**src/common/simt_pkg.sv**
```systemverilog
`default_nettype none

package simt_pkg;

    localparam int NUM_LANES = 4;
    localparam int WID_BITS  = 2;
    localparam int LANE_BITS = $clog2(NUM_LANES);

    // Bits 3:2 pick the result class, bit 0 marks a signed operation
    typedef enum logic [3:0] {
        ALU_ADD  = 4'b0000,
        ALU_SLTU = 4'b0100,
        ALU_SLT  = 4'b0101,
        ALU_SRL  = 4'b1000,
        ALU_SRA  = 4'b1001,
        ALU_SUB  = 4'b1011,
        ALU_AND  = 4'b1100,
        ALU_OR   = 4'b1101,
        ALU_XOR  = 4'b1110,
        ALU_SLL  = 4'b1111
    } alu_op_e;

    // Bit 2 selects less over equal, bit 1 negates
    // Bit 0 means signed compare when bit 2 is set, unconditional jump otherwise
    typedef enum logic [2:0] {
        BR_EQ   = 3'b000,
        BR_JAL  = 3'b001,
        BR_NE   = 3'b010,
        BR_JALR = 3'b011,
        BR_LTU  = 3'b100,
        BR_LT   = 3'b101,
        BR_GEU  = 3'b110,
        BR_GE   = 3'b111
    } br_op_e;

    typedef struct packed {
        logic [WID_BITS-1:0]        wid;
        logic [NUM_LANES-1:0]       thread_mask;
        logic [31:0]                curr_pc;
        logic [31:0]                next_pc;
        logic [31:0]                imm;
        logic [NUM_LANES-1:0][31:0] rs1_data;
        logic [NUM_LANES-1:0][31:0] rs2_data;
        logic                       rs1_is_pc;
        logic                       rs2_is_imm;
        logic                       is_br_op;
        alu_op_e                    alu_op;
        br_op_e                     br_op;
        logic [LANE_BITS-1:0]       tid;
        logic [4:0]                 rd;
        logic                       wb;
    } alu_req_t;

    typedef struct packed {
        logic [WID_BITS-1:0]        wid;
        logic [NUM_LANES-1:0]       thread_mask;
        logic [31:0]                curr_pc;
        logic [4:0]                 rd;
        logic                       wb;
        logic [NUM_LANES-1:0][31:0] data;
    } commit_t;

    typedef struct packed {
        logic [WID_BITS-1:0] wid;
        logic                taken;
        logic [31:0]         dest;
    } branch_t;

    localparam logic [1:0] CFG_LANE_EN       = 2'd0;
    localparam logic [1:0] CFG_TAKEN_CNT     = 2'd1;
    localparam logic [1:0] CFG_NOT_TAKEN_CNT = 2'd2;

endpackage

`default_nettype wire
```
**src/design/simt_exec_top.sv**
```systemverilog
`timescale 1ns/1ps
`default_nettype none

module simt_exec_top
    import simt_pkg::*;
#(
    parameter int QUEUE_DEPTH = 4,
    parameter int OUT_CREDITS = 2
) (
    input  logic        clk,
    input  logic        arst_n,
    input  logic        req_valid,
    input  alu_req_t    req,
    output logic        req_credit,
    output logic        commit_valid,
    output commit_t     commit_data,
    input  logic        commit_credit,
    output logic        branch_valid,
    output branch_t     branch_data,
    input  logic        branch_credit,
    input  logic        cfg_we,
    input  logic [1:0]  cfg_addr,
    input  logic [31:0] cfg_wdata,
    output logic [31:0] cfg_rdata
);
    logic [NUM_LANES-1:0] lane_en;
    logic                 br_event;
    logic                 br_taken;
    logic                 stage_valid;
    commit_t              stage_commit;
    logic                 stage_br_valid;
    branch_t              stage_branch;
    logic                 commit_popped;

    exec_cfg_regs cfg_i (
        .clk       (clk),
        .arst_n    (arst_n),
        .cfg_we    (cfg_we),
        .cfg_addr  (cfg_addr),
        .cfg_wdata (cfg_wdata),
        .cfg_rdata (cfg_rdata),
        .br_event  (br_event),
        .br_taken  (br_taken),
        .lane_en   (lane_en)
    );

    simt_alu_unit alu_i (
        .clk          (clk),
        .arst_n       (arst_n),
        .req_valid    (req_valid),
        .req          (req),
        .lane_en      (lane_en),
        .stage_valid  (stage_valid),
        .commit_data  (stage_commit),
        .branch_valid (stage_br_valid),
        .branch_data  (stage_branch),
        .br_event     (br_event),
        .br_taken     (br_taken)
    );

    credit_tx_queue #(
        .payload_t (commit_t),
        .DEPTH     (QUEUE_DEPTH),
        .CREDITS   (OUT_CREDITS)
    ) commit_q_i (
        .clk       (clk),
        .arst_n    (arst_n),
        .in_valid  (stage_valid),
        .in_data   (stage_commit),
        .out_valid (commit_valid),
        .out_data  (commit_data),
        .credit_in (commit_credit),
        .popped    (commit_popped)
    );

    // Sized like the commit queue, so every branch always has a slot
    credit_tx_queue #(
        .payload_t (branch_t),
        .DEPTH     (QUEUE_DEPTH),
        .CREDITS   (OUT_CREDITS)
    ) branch_q_i (
        .clk       (clk),
        .arst_n    (arst_n),
        .in_valid  (stage_br_valid),
        .in_data   (stage_branch),
        .out_valid (branch_valid),
        .out_data  (branch_data),
        .credit_in (branch_credit),
        .popped    ()
    );

    // Each commit that leaves frees one issuer slot
    always_ff @(posedge clk or negedge arst_n) begin
        if (!arst_n) begin
            req_credit <= 1'b0;
        end else begin
            req_credit <= commit_popped;
        end
    end

endmodule

`default_nettype wire

```
**src/design/exec_cfg_regs.sv**
```systemverilog
`timescale 1ns/1ps
`default_nettype none

module exec_cfg_regs
    import simt_pkg::*;
(
    input  logic                 clk,
    input  logic                 arst_n,
    input  logic                 cfg_we,
    input  logic [1:0]           cfg_addr,
    input  logic [31:0]          cfg_wdata,
    output logic [31:0]          cfg_rdata,
    input  logic                 br_event,
    input  logic                 br_taken,
    output logic [NUM_LANES-1:0] lane_en
);
    logic [31:0] taken_cnt;
    logic [31:0] not_taken_cnt;
    logic        wr_lane_en;
    logic        wr_taken;
    logic        wr_not_taken;

    assign wr_lane_en   = cfg_we && (cfg_addr == CFG_LANE_EN);
    assign wr_taken     = cfg_we && (cfg_addr == CFG_TAKEN_CNT);
    assign wr_not_taken = cfg_we && (cfg_addr == CFG_NOT_TAKEN_CNT);

    always_ff @(posedge clk or negedge arst_n) begin
        if (!arst_n) begin
            lane_en <= '1;
        end else if (wr_lane_en) begin
            lane_en <= cfg_wdata[NUM_LANES-1:0];
        end
    end

    // A write clears the counter whatever the data
    always_ff @(posedge clk or negedge arst_n) begin
        if (!arst_n) begin
            taken_cnt <= '0;
        end else if (wr_taken) begin
            taken_cnt <= '0;
        end else if (br_event && br_taken) begin
            taken_cnt <= taken_cnt + 32'd1;
        end
    end

    always_ff @(posedge clk or negedge arst_n) begin
        if (!arst_n) begin
            not_taken_cnt <= '0;
        end else if (wr_not_taken) begin
            not_taken_cnt <= '0;
        end else if (br_event && !br_taken) begin
            not_taken_cnt <= not_taken_cnt + 32'd1;
        end
    end

    always_comb begin
        case (cfg_addr)
            CFG_LANE_EN:       cfg_rdata = {{(32 - NUM_LANES){1'b0}}, lane_en};
            CFG_TAKEN_CNT:     cfg_rdata = taken_cnt;
            CFG_NOT_TAKEN_CNT: cfg_rdata = not_taken_cnt;
            default:           cfg_rdata = 32'd0;
        endcase
    end

endmodule

`default_nettype wire

```
**src/design/credit_tx_queue.sv**
```systemverilog
`timescale 1ns/1ps
`default_nettype none

module credit_tx_queue #(
    parameter type payload_t = logic [31:0],
    parameter int  DEPTH     = 4,
    parameter int  CREDITS   = 2
) (
    input  logic     clk,
    input  logic     arst_n,
    input  logic     in_valid,
    input  payload_t in_data,
    output logic     out_valid,
    output payload_t out_data,
    input  logic     credit_in,
    output logic     popped
);
    localparam int PTR_W = (DEPTH > 1) ? $clog2(DEPTH) : 1;
    localparam int CNT_W = $clog2(DEPTH + 1);
    localparam int CRD_W = $clog2(CREDITS + 1);

    payload_t         mem [DEPTH];
    logic [PTR_W-1:0] wr_ptr;
    logic [PTR_W-1:0] rd_ptr;
    logic [CNT_W-1:0] count;
    logic [CRD_W-1:0] tx_credits;
    logic             send;

    function automatic logic [PTR_W-1:0] ptr_inc(input logic [PTR_W-1:0] p);
        return (p == PTR_W'(DEPTH - 1)) ? '0 : p + PTR_W'(1);
    endfunction

    // Head leaves whenever the consumer has granted a credit
    assign send      = (count != '0) && (tx_credits != '0);
    assign out_valid = send;
    assign out_data  = mem[rd_ptr];
    assign popped    = send;

    always_ff @(posedge clk) begin
        if (in_valid) begin
            mem[wr_ptr] <= in_data;
        end
    end

    always_ff @(posedge clk or negedge arst_n) begin
        if (!arst_n) begin
            wr_ptr <= '0;
            rd_ptr <= '0;
            count  <= '0;
        end else begin
            if (in_valid) begin
                wr_ptr <= ptr_inc(wr_ptr);
            end
            if (send) begin
                rd_ptr <= ptr_inc(rd_ptr);
            end
            case ({in_valid, send})
                2'b10:   count <= count + CNT_W'(1);
                2'b01:   count <= count - CNT_W'(1);
                default: count <= count;
            endcase
        end
    end

    always_ff @(posedge clk or negedge arst_n) begin
        if (!arst_n) begin
            tx_credits <= CRD_W'(CREDITS);
        end else begin
            case ({credit_in, send})
                2'b10:   tx_credits <= tx_credits + CRD_W'(1);
                2'b01:   tx_credits <= tx_credits - CRD_W'(1);
                default: tx_credits <= tx_credits;
            endcase
        end
    end

endmodule

`default_nettype wire

```
**src/alu/simt_alu_unit.sv**
```systemverilog
`timescale 1ns/1ps
`default_nettype none

module simt_alu_unit
    import simt_pkg::*;
(
    input  logic                 clk,
    input  logic                 arst_n,
    input  logic                 req_valid,
    input  alu_req_t             req,
    input  logic [NUM_LANES-1:0] lane_en,
    output logic                 stage_valid,
    output commit_t              commit_data,
    output logic                 branch_valid,
    output branch_t              branch_data,
    output logic                 br_event,
    output logic                 br_taken
);
    logic [NUM_LANES-1:0][31:0] lane_add;
    logic [NUM_LANES-1:0][32:0] lane_sub;
    logic [NUM_LANES-1:0][31:0] lane_res;
    alu_op_e                    lane_op;
    logic                       br_signed;
    logic                       is_jal;
    commit_t                    commit_d;

    logic                       valid_r;
    commit_t                    commit_r;
    logic                       is_br_r;
    br_op_e                     br_op_r;
    logic [31:0]                dest_r;
    logic [32:0]                cmp_r;

    logic                       is_less;
    logic                       is_equal;
    logic                       br_neg;
    logic                       br_less;
    logic                       br_static;

    // Branches run the lanes as slt or sltu so the subtract extends correctly
    assign br_signed = req.br_op[2] & req.br_op[0];
    assign lane_op   = req.is_br_op ? (br_signed ? ALU_SLT : ALU_SLTU) : req.alu_op;
    assign is_jal    = req.is_br_op && (req.br_op == BR_JAL || req.br_op == BR_JALR);

    for (genvar i = 0; i < NUM_LANES; i++) begin : g_lane
        logic [31:0] pc_in1;
        logic [31:0] in2_imm;
        logic [31:0] in2_cmp;

        assign pc_in1  = req.rs1_is_pc ? req.curr_pc : req.rs1_data[i];
        assign in2_imm = req.rs2_is_imm ? req.imm : req.rs2_data[i];
        // Branch compare always uses rs2, the immediate only feeds the target
        assign in2_cmp = (req.rs2_is_imm && !req.is_br_op) ? req.imm : req.rs2_data[i];

        simt_alu_lane lane_i (
            .in1     (req.rs1_data[i]),
            .in2_imm (in2_imm),
            .in2_cmp (in2_cmp),
            .pc_in1  (pc_in1),
            .alu_op  (lane_op),
            .add_out (lane_add[i]),
            .sub_out (lane_sub[i]),
            .result  (lane_res[i])
        );
    end

    always_comb begin
        commit_d.wid         = req.wid;
        commit_d.thread_mask = req.thread_mask & lane_en;
        commit_d.curr_pc     = req.curr_pc;
        commit_d.rd          = req.rd;
        commit_d.wb          = req.wb;
        for (int i = 0; i < NUM_LANES; i++) begin
            // Link value for jal and jalr
            commit_d.data[i] = is_jal ? req.next_pc : lane_res[i];
        end
    end

    always_ff @(posedge clk or negedge arst_n) begin
        if (!arst_n) begin
            valid_r <= 1'b0;
        end else begin
            valid_r <= req_valid;
        end
    end

    always_ff @(posedge clk) begin
        if (req_valid) begin
            commit_r <= commit_d;
            is_br_r  <= req.is_br_op;
            br_op_r  <= req.br_op;
            dest_r   <= lane_add[req.tid];
            cmp_r    <= lane_sub[req.tid];
        end
    end

    assign is_less   = cmp_r[32];
    assign is_equal  = ~|cmp_r[31:0];
    assign br_neg    = br_op_r[1];
    assign br_less   = br_op_r[2];
    assign br_static = ~br_op_r[2] & br_op_r[0];
    assign br_taken  = ((br_less ? is_less : is_equal) ^ br_neg) | br_static;

    assign stage_valid  = valid_r;
    assign commit_data  = commit_r;
    assign branch_valid = valid_r & is_br_r;
    assign br_event     = valid_r & is_br_r;

    always_comb begin
        branch_data.wid   = commit_r.wid;
        branch_data.taken = br_taken;
        branch_data.dest  = dest_r;
    end

endmodule

`default_nettype wire

```
**src/alu/simt_alu_lane.sv**
```systemverilog
`timescale 1ns/1ps
`default_nettype none

module simt_alu_lane
    import simt_pkg::*;
(
    input  logic [31:0] in1,
    input  logic [31:0] in2_imm,
    input  logic [31:0] in2_cmp,
    input  logic [31:0] pc_in1,
    input  alu_op_e     alu_op,
    output logic [31:0] add_out,
    output logic [32:0] sub_out,
    output logic [31:0] result
);
    logic        op_signed;
    logic [1:0]  op_class;
    logic [32:0] sub_in1;
    logic [32:0] sub_in2;
    logic [32:0] shr_in;
    logic [31:0] shr_out;
    logic [31:0] msc_out;

    assign op_signed = alu_op[0];
    assign op_class  = alu_op[3:2];

    // Also the branch target adder
    assign add_out = pc_in1 + in2_imm;

    // One 33-bit subtract covers signed and unsigned compares
    assign sub_in1 = {op_signed & in1[31], in1};
    assign sub_in2 = {op_signed & in2_cmp[31], in2_cmp};
    assign sub_out = sub_in1 - sub_in2;

    // Extension bit supplies the fill for sra, zero for srl
    assign shr_in  = {op_signed & in1[31], in1};
    assign shr_out = 32'($signed(shr_in) >>> in2_imm[4:0]);

    always_comb begin
        case (alu_op)
            ALU_AND: msc_out = in1 & in2_imm;
            ALU_OR:  msc_out = in1 | in2_imm;
            ALU_XOR: msc_out = in1 ^ in2_imm;
            default: msc_out = in1 << in2_imm[4:0];
        endcase
    end

    always_comb begin
        case (op_class)
            2'd0: begin
                result = add_out;
            end
            2'd1: begin
                result = {31'b0, sub_out[32]};
            end
            2'd2: begin
                result = (alu_op == ALU_SUB) ? sub_out[31:0] : shr_out;
            end
            default: begin
                result = msc_out;
            end
        endcase
    end

endmodule

`default_nettype wire

```
**config.mk**
```make
export PLATFORM = sky130hd
export DESIGN_NAME = simt_exec_top
export DESIGN_NICKNAME = d
export VERILOG_FILES = /design/src/common/simt_pkg.sv /design/src/design/simt_exec_top.sv /design/src/design/exec_cfg_regs.sv /design/src/design/credit_tx_queue.sv /design/src/alu/simt_alu_unit.sv /design/src/alu/simt_alu_lane.sv
export SDC_FILE = /design/constraint.sdc
export NUM_CORES = 2
export LEC_CHECK = 0
export ABC_AREA = 0
export BUFFER_PORTS_ARGS = -buffer_cell sky130_fd_sc_hd__buf_2
export CAP_MARGIN = 40
export CORE_MARGIN = 3
export CORE_UTILIZATION = 47
export CTS_CLUSTER_SIZE = 30
export DETAILED_ROUTE_END_ITERATION = 6
export GPL_TIMING_DRIVEN = 1
export MAX_ROUTING_LAYER = met4
export PLACE_DENSITY = 0.67
export SKIP_LAST_GASP = 1
export SYNTH_ARGS = -nofsm -noshare
export SYNTH_HDL_FRONTEND = slang
export SYNTH_SLANG_ARGS = --single-unit
```
**constraint.sdc**
```tcl
create_clock -name clk -period 6.3 [get_ports clk]
set_input_delay 1.26 -clock clk [delete_from_list [all_inputs] [get_ports clk]]
set_output_delay 1.26 -clock clk [all_outputs]
set_load 0.02 [all_outputs]
```
# After elaboration in Yosys (flattened, before gate mapping)

Memory sizes are Yosys's and may differ from the RTL's.
Index checks and enable logic that the tools add are counted.

Bits in registers: 329
Bits in writable memories: 828
Bits of input ports: 416
Output and inout bits: 242
Word-level logic and storage cells: 186
Memories kept: 2

Memory list:

| memory         | words | width | rd ports | clocked after Yosys merged registers in | wr ports | RTL line              | source |
|---|---|---|---|---|---|---|---|
| commit_q_i.mem | 4     | 172   | 1        | 0                                       | 1        | credit_tx_queue.sv:22 | `payload_t mem [DEPTH];` |
| branch_q_i.mem | 4     | 35    | 1        | 0                                       | 1        | credit_tx_queue.sv:22 |  |

Add/sub/neg operators: 22
Magnitude comparators: 1
Equal/unequal tests: 22
Shift-type cells: 8
Muxes and demuxes: 52
Bitwise gates (word level): 27
Reductions and logical operators: 26

Operators by type and width:

| kind                                                 | number |
|---|---|
| one-hot mux 32 bit (3 select lines)                  | 9 |
| two-way mux 32 bit                                   | 25 |
| >>> shifter 33 x 5 -> 32 bit                         | 4 |
| subtractor 33 bit                                    | 4 |
| adder 32 bit                                         | 4 |
| bitwise AND 32 bit                                   | 4 |
| bitwise OR 32 bit                                    | 4 |
| left shift 32 x 5 -> 32 bit                          | 4 |
| bitwise XOR 32 bit                                   | 4 |
| binary-select mux 33 bit (select 2 bit)              | 1 |
| adder 32 x 1 -> 32 bit (second input constant)       | 2 |
| binary-select mux 32 bit (select 2 bit)              | 1 |
| two-way mux 33 bit                                   | 1 |
| OR reduction 32 bit                                  | 1 |
| equality test 2 bit (second input constant)          | 10 |
| equality test 4 bit (second input constant)          | 4 |
| nonzero test 2 bit                                   | 8 |
| adder 2 x 1 -> 2 bit (second input constant)         | 6 |
| equality test 2 x 1 -> 1 bit (second input constant) | 6 |
| one-hot mux 3 bit (2 select lines)                   | 2 |
| bitwise AND 1 bit                                    | 11 |
| logical AND 1 bit                                    | 9 |
| two-way mux 2 bit                                    | 4 |
| one-hot mux 2 bit (2 select lines)                   | 2 |
| other kinds (16)                                     | 28 |

# Logic depth before layout (Yosys ltp)

Word-level depth: 9
Mapped depth: 20
Gate-level depth less buffers: 14

# Cells and area by module

From an unflattened synthesis, not the netlist that was laid out.

Cells, all modules: 8456
Area total of the unflattened synthesis: 86671.9 um^2

Modules (own cells, without submodules):

| module                                 | instances | cells each | area an instance (um^2) | seq. area each (um^2) |
|---|---|---|---|---|
| credit_tx_queue (commit_q_i)           | 1         | 947        | 25479.4                 | 20886.3 |
| simt_alu_unit                          | 1         | 1452       | 13703.1                 | 7262.0 |
| simt_alu_lane (alu_i.g_lane[2].lane_i) | 1         | 1328       | 9527.9                  | 0.0 |
| simt_alu_lane (alu_i.g_lane[0].lane_i) | 1         | 1342       | 9524.1                  | 0.0 |
| simt_alu_lane (alu_i.g_lane[3].lane_i) | 1         | 1384       | 9430.3                  | 0.0 |
| simt_alu_lane (alu_i.g_lane[1].lane_i) | 1         | 1334       | 9334.0                  | 0.0 |
| credit_tx_queue (branch_q_i)           | 1         | 227        | 5626.6                  | 4430.5 |
| exec_cfg_regs                          | 1         | 441        | 4021.4                  | 1706.6 |
| simt_exec_top                          | 1         | 1          | 25.0                    | 25.0 |

# Worst setup path after synthesis

No wires, ideal clock.

Path type: input-to-reg
From: input port req[16] (netlist bit)
To: register alu_i.dest_r[16] (data pin)
Setup time: 0.272 ns
Arrival: 5.236 ns
Required time: 6.028 ns
Slack: 0.792 ns
Cell stages on the path: 17
Path buffers: 4
Path through: buf_6 > mux2i_4 > inv_2 > buf_2 > buf_2 > buf_2 > ha_1 > fa_1 > a211oi_2 > o21ai_1 > a211o_1 > a21oi_1 > o21a_1 > nor4_1 > or4_1 > and2_0 > mux4_2

Cells in the longest elaborated chain, start to end: 4
Elaborated cells between the ends (all ways): 10
Those cells by class: add/sub (4); mux (6)

RTL lines:

| what                                       | RTL line            | source |
|---|---|---|
| from (decl)                                | simt_exec_top.sv:13 | `input alu_req_t req,` |
| two-way mux 32 bit                         | simt_alu_unit.sv:51 | `assign in2_imm = req.rs2_is_imm ? req.imm : req.rs2_data[i];` |
| adder 32 bit                               | simt_alu_lane.sv:28 | `assign add_out = pc_in1 + in2_imm;` |
| binary-select mux 32 bit (select 2 bit) *  | simt_alu_unit.sv:92 | `dest_r <= lane_add[req.tid];` |
| two-way mux 32 bit (implied by the code) * | simt_alu_unit.sv:92 |  |
| to (signal assigned)                       | simt_alu_unit.sv:92 |  |
| to (decl)                                  | simt_alu_unit.sv:31 | `logic [31:0] dest_r;` |

Mark *: on every way between the ends. The rest lies on a longest branch, timed or not. The select of a mux whose other input is x is not followed.
A chain may end at the register's enable or synchronous reset.

==> metrics.md <==
| Metric | Value |
|---|---|
| Starting DRC count in detailed routing | ~14k |
| Sequential share of the synthesized area | between 40 and 50% |
| Worst Setup Start Kind | input port |
| DIE WIDTH | roughly 430 um |
| DRC | 21 |
| Area grow syn2layout | 18.5% |
| Core footprint | about 180000 um2 |
| IO buf count | between 600 and 700 |
| Die height | around 430 um |
| # H-tree levels | 3 |
| CTS max path bufs | 3 |
| Post-Route WL | ~480000 um |
| Post_cts resized | 0 |
| TritonCTS clock tree | built |
| Cell Count, Final, Fillers Out | 11.8k |
| Clock latency on the worst-skew pair | between 0.8 and 0.9 ns |
| Core Rows | 154 |
| Post-Synth Adder-Cell Area | under 10% |
| Inst Count DP | about 11k |
| CP arrival | 6.24 ns |
| Hold slack | roughly 0.44 ns |
| Initial antenna violation count | about 160 |
| Mapped Avg Cell Area | a little over 10 um2 |
| Largest family of logic cells by synthesized area | compound AO/OA/AOI/OAI gates |
| Post-DRT Antenna Nets | 0 |
| Unrepaired setup endpoints after global routing | no |
| Setup-failing EPs final | 0 |
| Max transition margin | 23.2% |
| Syn nets | just over 9k |
| Nets | 10.2k |
| CTS Buf Count | roughly 110 |
| Multiplexer share of the synthesized area | between 10% and 20% |
| Layout cells sized above 1 | 22.8% |
| Vias in the first global route | between 70k and 80k |
| Total clock sinks | 1157 |
| Post-synth EDFFs | about 1.1k |
| Crit path required time | 6.93 ns |
| Hold Violations, Final | 0 |
| Initial Utilization | a little under half |
| Final min period | 5.60 ns |
| PwrDens | 322 nW/um2 |
| Leakage | 40.6 nW |
| TNS Setup | 0 ns |
| Wire per inst | just over 40 um |
| Setup WS post-layout | 0.696 ns |
| Post-CTS Hold Buffers | 0 |
| Synth unique cells | around 100 |
| Share of the synthesized area in the top cell type | around two fifths |
| Pre-Repair DR Iteration Count | 7 |
| Clk root buf | clkbuf_16 |
| Vias | 82.5k |
| Synth Area in Compound Gates | around a fifth |
| Clk_skew | 0.0569 ns |
| Die Area | approximately 180000 um2 |
| Fill cells | between 15k and 20k |
| Primary FF master, synth | edfxtp_1 |
| Via density per instance | 6.97 |
| Boundary Pins | around 660 |
| Cell taking the most area after synthesis | edfxtp_1 |
| Design area | between 90000 and 100000 um2 |
| Post-Synth XOR/XNOR Area | roughly 3.0% |
| Ys Warns | 0 |
| Post-Synthesis Cells | between 8k and 9k |
| First-pass GRT wire length | 642000 um |
| # Post-CTS Setup Buffers | 0 |
| Max-cap viol count | 0 |
| Ys async rst share | around 7.6% |
| Max VDD drop | 0.000303 V |
| Largest net degree at the start of global routing | 123 |
| HP Class | in -> async |
| Post-place setup slack | ~0.38 ns |
| Max-slew violations | 0 |
| Area post-placement | between 90000 and 100000 um2 |
| FF+latch count, synth | 1157 |
| Dominant cells by area after synthesis | edfxtp_1 (38%), mux4_2 (8.8%), ha_1 (7.9%) |
| Synth Cell Area | between 80000 and 90000 um2 |
| All-layer global routing usage | between 50% and 60% |
| Fmax | 178 MHz |
| GP Congestion | around 1.2 |
| Failing checks | design-rule violations |
| Fin crit share | between 80% and 90% |
| WS Path Type | in -> reg |
| HPWL Detailed | roughly 370000 um |
| Worst setup EP type | flop |
| Status | finished, violations left |
| Post-Synth Simple-Gate Area | ~10% |
| Maximum fanout along the worst path | 35 |
| Slew @ Worst Pin | 1.15 ns |
| Clock-pin slew on the worst setup and hold paths | approximately 0.06 ns |
| Global route total overflow | 0 |
-- Yosys cell counts (16+ instances only) --
cell type and instances:
o21ai_1 67, buf_4 17, dfrtp_1 82, o221ai_1 23, nor4_1 16, mux4_2 327
o22ai_1 27, a21o_1 131, and2_1 66, mux2_2 17, o21ai_0 532, o31ai_1 46
nor3_1 131, or2_2 18, nor2_1 566, and3_1 67, nand3_1 147, a211oi_1 151
nor2b_1 34, a22o_1 35, o211ai_1 113, ha_1 528, nand4_1 46, clkbuf_1 324
o21a_1 165, a221o_1 22, buf_1 63, buf_2 91, a311oi_1 37, or3_1 31
edfxtp_1 1069, a31oi_1 165, a221oi_1 62, o21bai_1 28, a2111oi_0 16, xnor2_1 172
nand2_1 747, nand2b_1 33, a21oi_1 634, a211o_1 23, a22oi_1 18, xor2_1 111
mux2i_1 418, inv_1 437
-- path summary, 6_finish.rpt --
| kind | from | to | slack, ns | depth (start not counted) |
|---|---|---|---|---|
| max | req[17] | alu_i.commit_data[108] | 0.70 | 15 |
| min | arst_n | cfg_i.not_taken_cnt[16] | 0.44 | 1 |
| max reg2reg | alu_i.cmp_r[28] | cfg_i.not_taken_cnt[28] | 1.82 | 10 |
| min reg2reg | branch_q_i.count[2] | branch_q_i.count[2] | 0.46 | 1 |
| max in group asynchronous | arst_n | commit_q_i.tx_credits[1] | 5.18 | 2 |
| min in group clk | branch_q_i.count[2] | branch_q_i.count[2] | 0.46 | 1 |
-- cell usage in the layout (no fill, tap or decap), types with 161 or more instances in the layout --
cell / netlist / layout
a21oi_1: 634 / 632
a31oi_1: 165 / 165
buf_2: 91 / 625
buf_4: 17 / 781
diode_2: 0 / 203
edfxtp_1: 1069 / 1069
ha_1: 528 / 528
inv_1: 437 / 436
mux2i_1: 418 / 413
mux4_2: 327 / 327
nand2_1: 747 / 747
nor2_1: 566 / 559
o21a_1: 165 / 161
o21ai_0: 532 / 532
xnor2_1: 172 / 171
-- cell families after synthesis --
family,after synthesis
adders and majority gates,538
AOI/OAI and AO/OA,2458
DFF,1157
buffers and inverters,960
muxes,769
xor gates and xnor gates,283
and+or+nand+nor,1951
-- sequential cells by signal, indices dropped and copies added, names as in the netlist --
name                   flops
alu_i.stage_valid          1
alu_i.is_br_r              1
commit_q_i.wr_ptr          2
branch_q_i.mem           140
alu_i.br_op_r              3
commit_q_i.tx_credits      2
cfg_i.taken_cnt           32
branch_q_i.wr_ptr          2
req_credit                 1
cfg_i.lane_en              4
commit_q_i.rd_ptr          2
alu_i.dest_r              32
branch_q_i.rd_ptr          2
cfg_i.not_taken_cnt       32
commit_q_i.mem           688
alu_i.cmp_r               33
branch_q_i.tx_credits      2
commit_q_i.count           3
branch_q_i.count           3
alu_i.commit_data        170
alu_i.branch_data          2
-- cell type report --
| class | instances | area, um2 | share of cell area (%) |
|---|---|---|---|
| Antenna cell | 203 | 508 | 0.512 |
| Clock buffer | 135 | 2910 | 2.93 |
| Clock inverter | 75 | 828 | 0.834 |
| Inverter | 455 | 1710 | 1.72 |
| Multi-Input combinational cell | 5999 | 45800 | 46.2 |
| Sequential cell | 1157 | 34300 | 34.6 |
| Tap cell | 2340 | 2930 | 2.95 |
| Timing Repair Buffer | 1475 | 10300 | 10.3 |
-- per-stage QoR --
| step | util [%] | power, mW |
|---|---|---|
| final | 56.2 | 32.0 |
| after global routing | 56.1 | 32.6 |
| after CTS | 55.8 | 31.3 |
| after detailed placement | 53.7 | 24.4 |
| after global placement | 53.4 | 24.1 |
| after floorplan | - | 18.0 |
-- worst max-delay path, stage by stage --
cell,delay [ns]
buf_4,0.27
buf_12,0.25
nand2_1,0.54
o21ai_0,0.26
ha_1,0.46
nand2_1,0.11
o31ai_1,0.33
o21ai_1,0.18
nor2_1,0.49
o21ai_0,0.16
nand2b_1,0.12
xor2_1,0.59
nand2_1,0.11
a311oi_1,0.85
buf_4,0.24
-- layer usage --
layer / vias to the layer above / routed length (um) / global-route usage, %
met2: 7061 / 187000 / 68.5
met4: 0 / 53700 / 43.6
met1: 40500 / 170000 / 62.5
met3: 1782 / 70300 / 22.3
met5: - / 0 / -
li1: 33200 / - / -
-- report_power, final --
part / total [mW] / switching (mW) / internal [mW]
Combinational: 14.5 / 9.50 / 5.00
Clock: 6.92 / 3.06 / 3.86
Sequential: 10.5 / 0.651 / 9.89
Total: 32.0 / 13.2 / 18.8
Power figures use the tool's default switching activity.
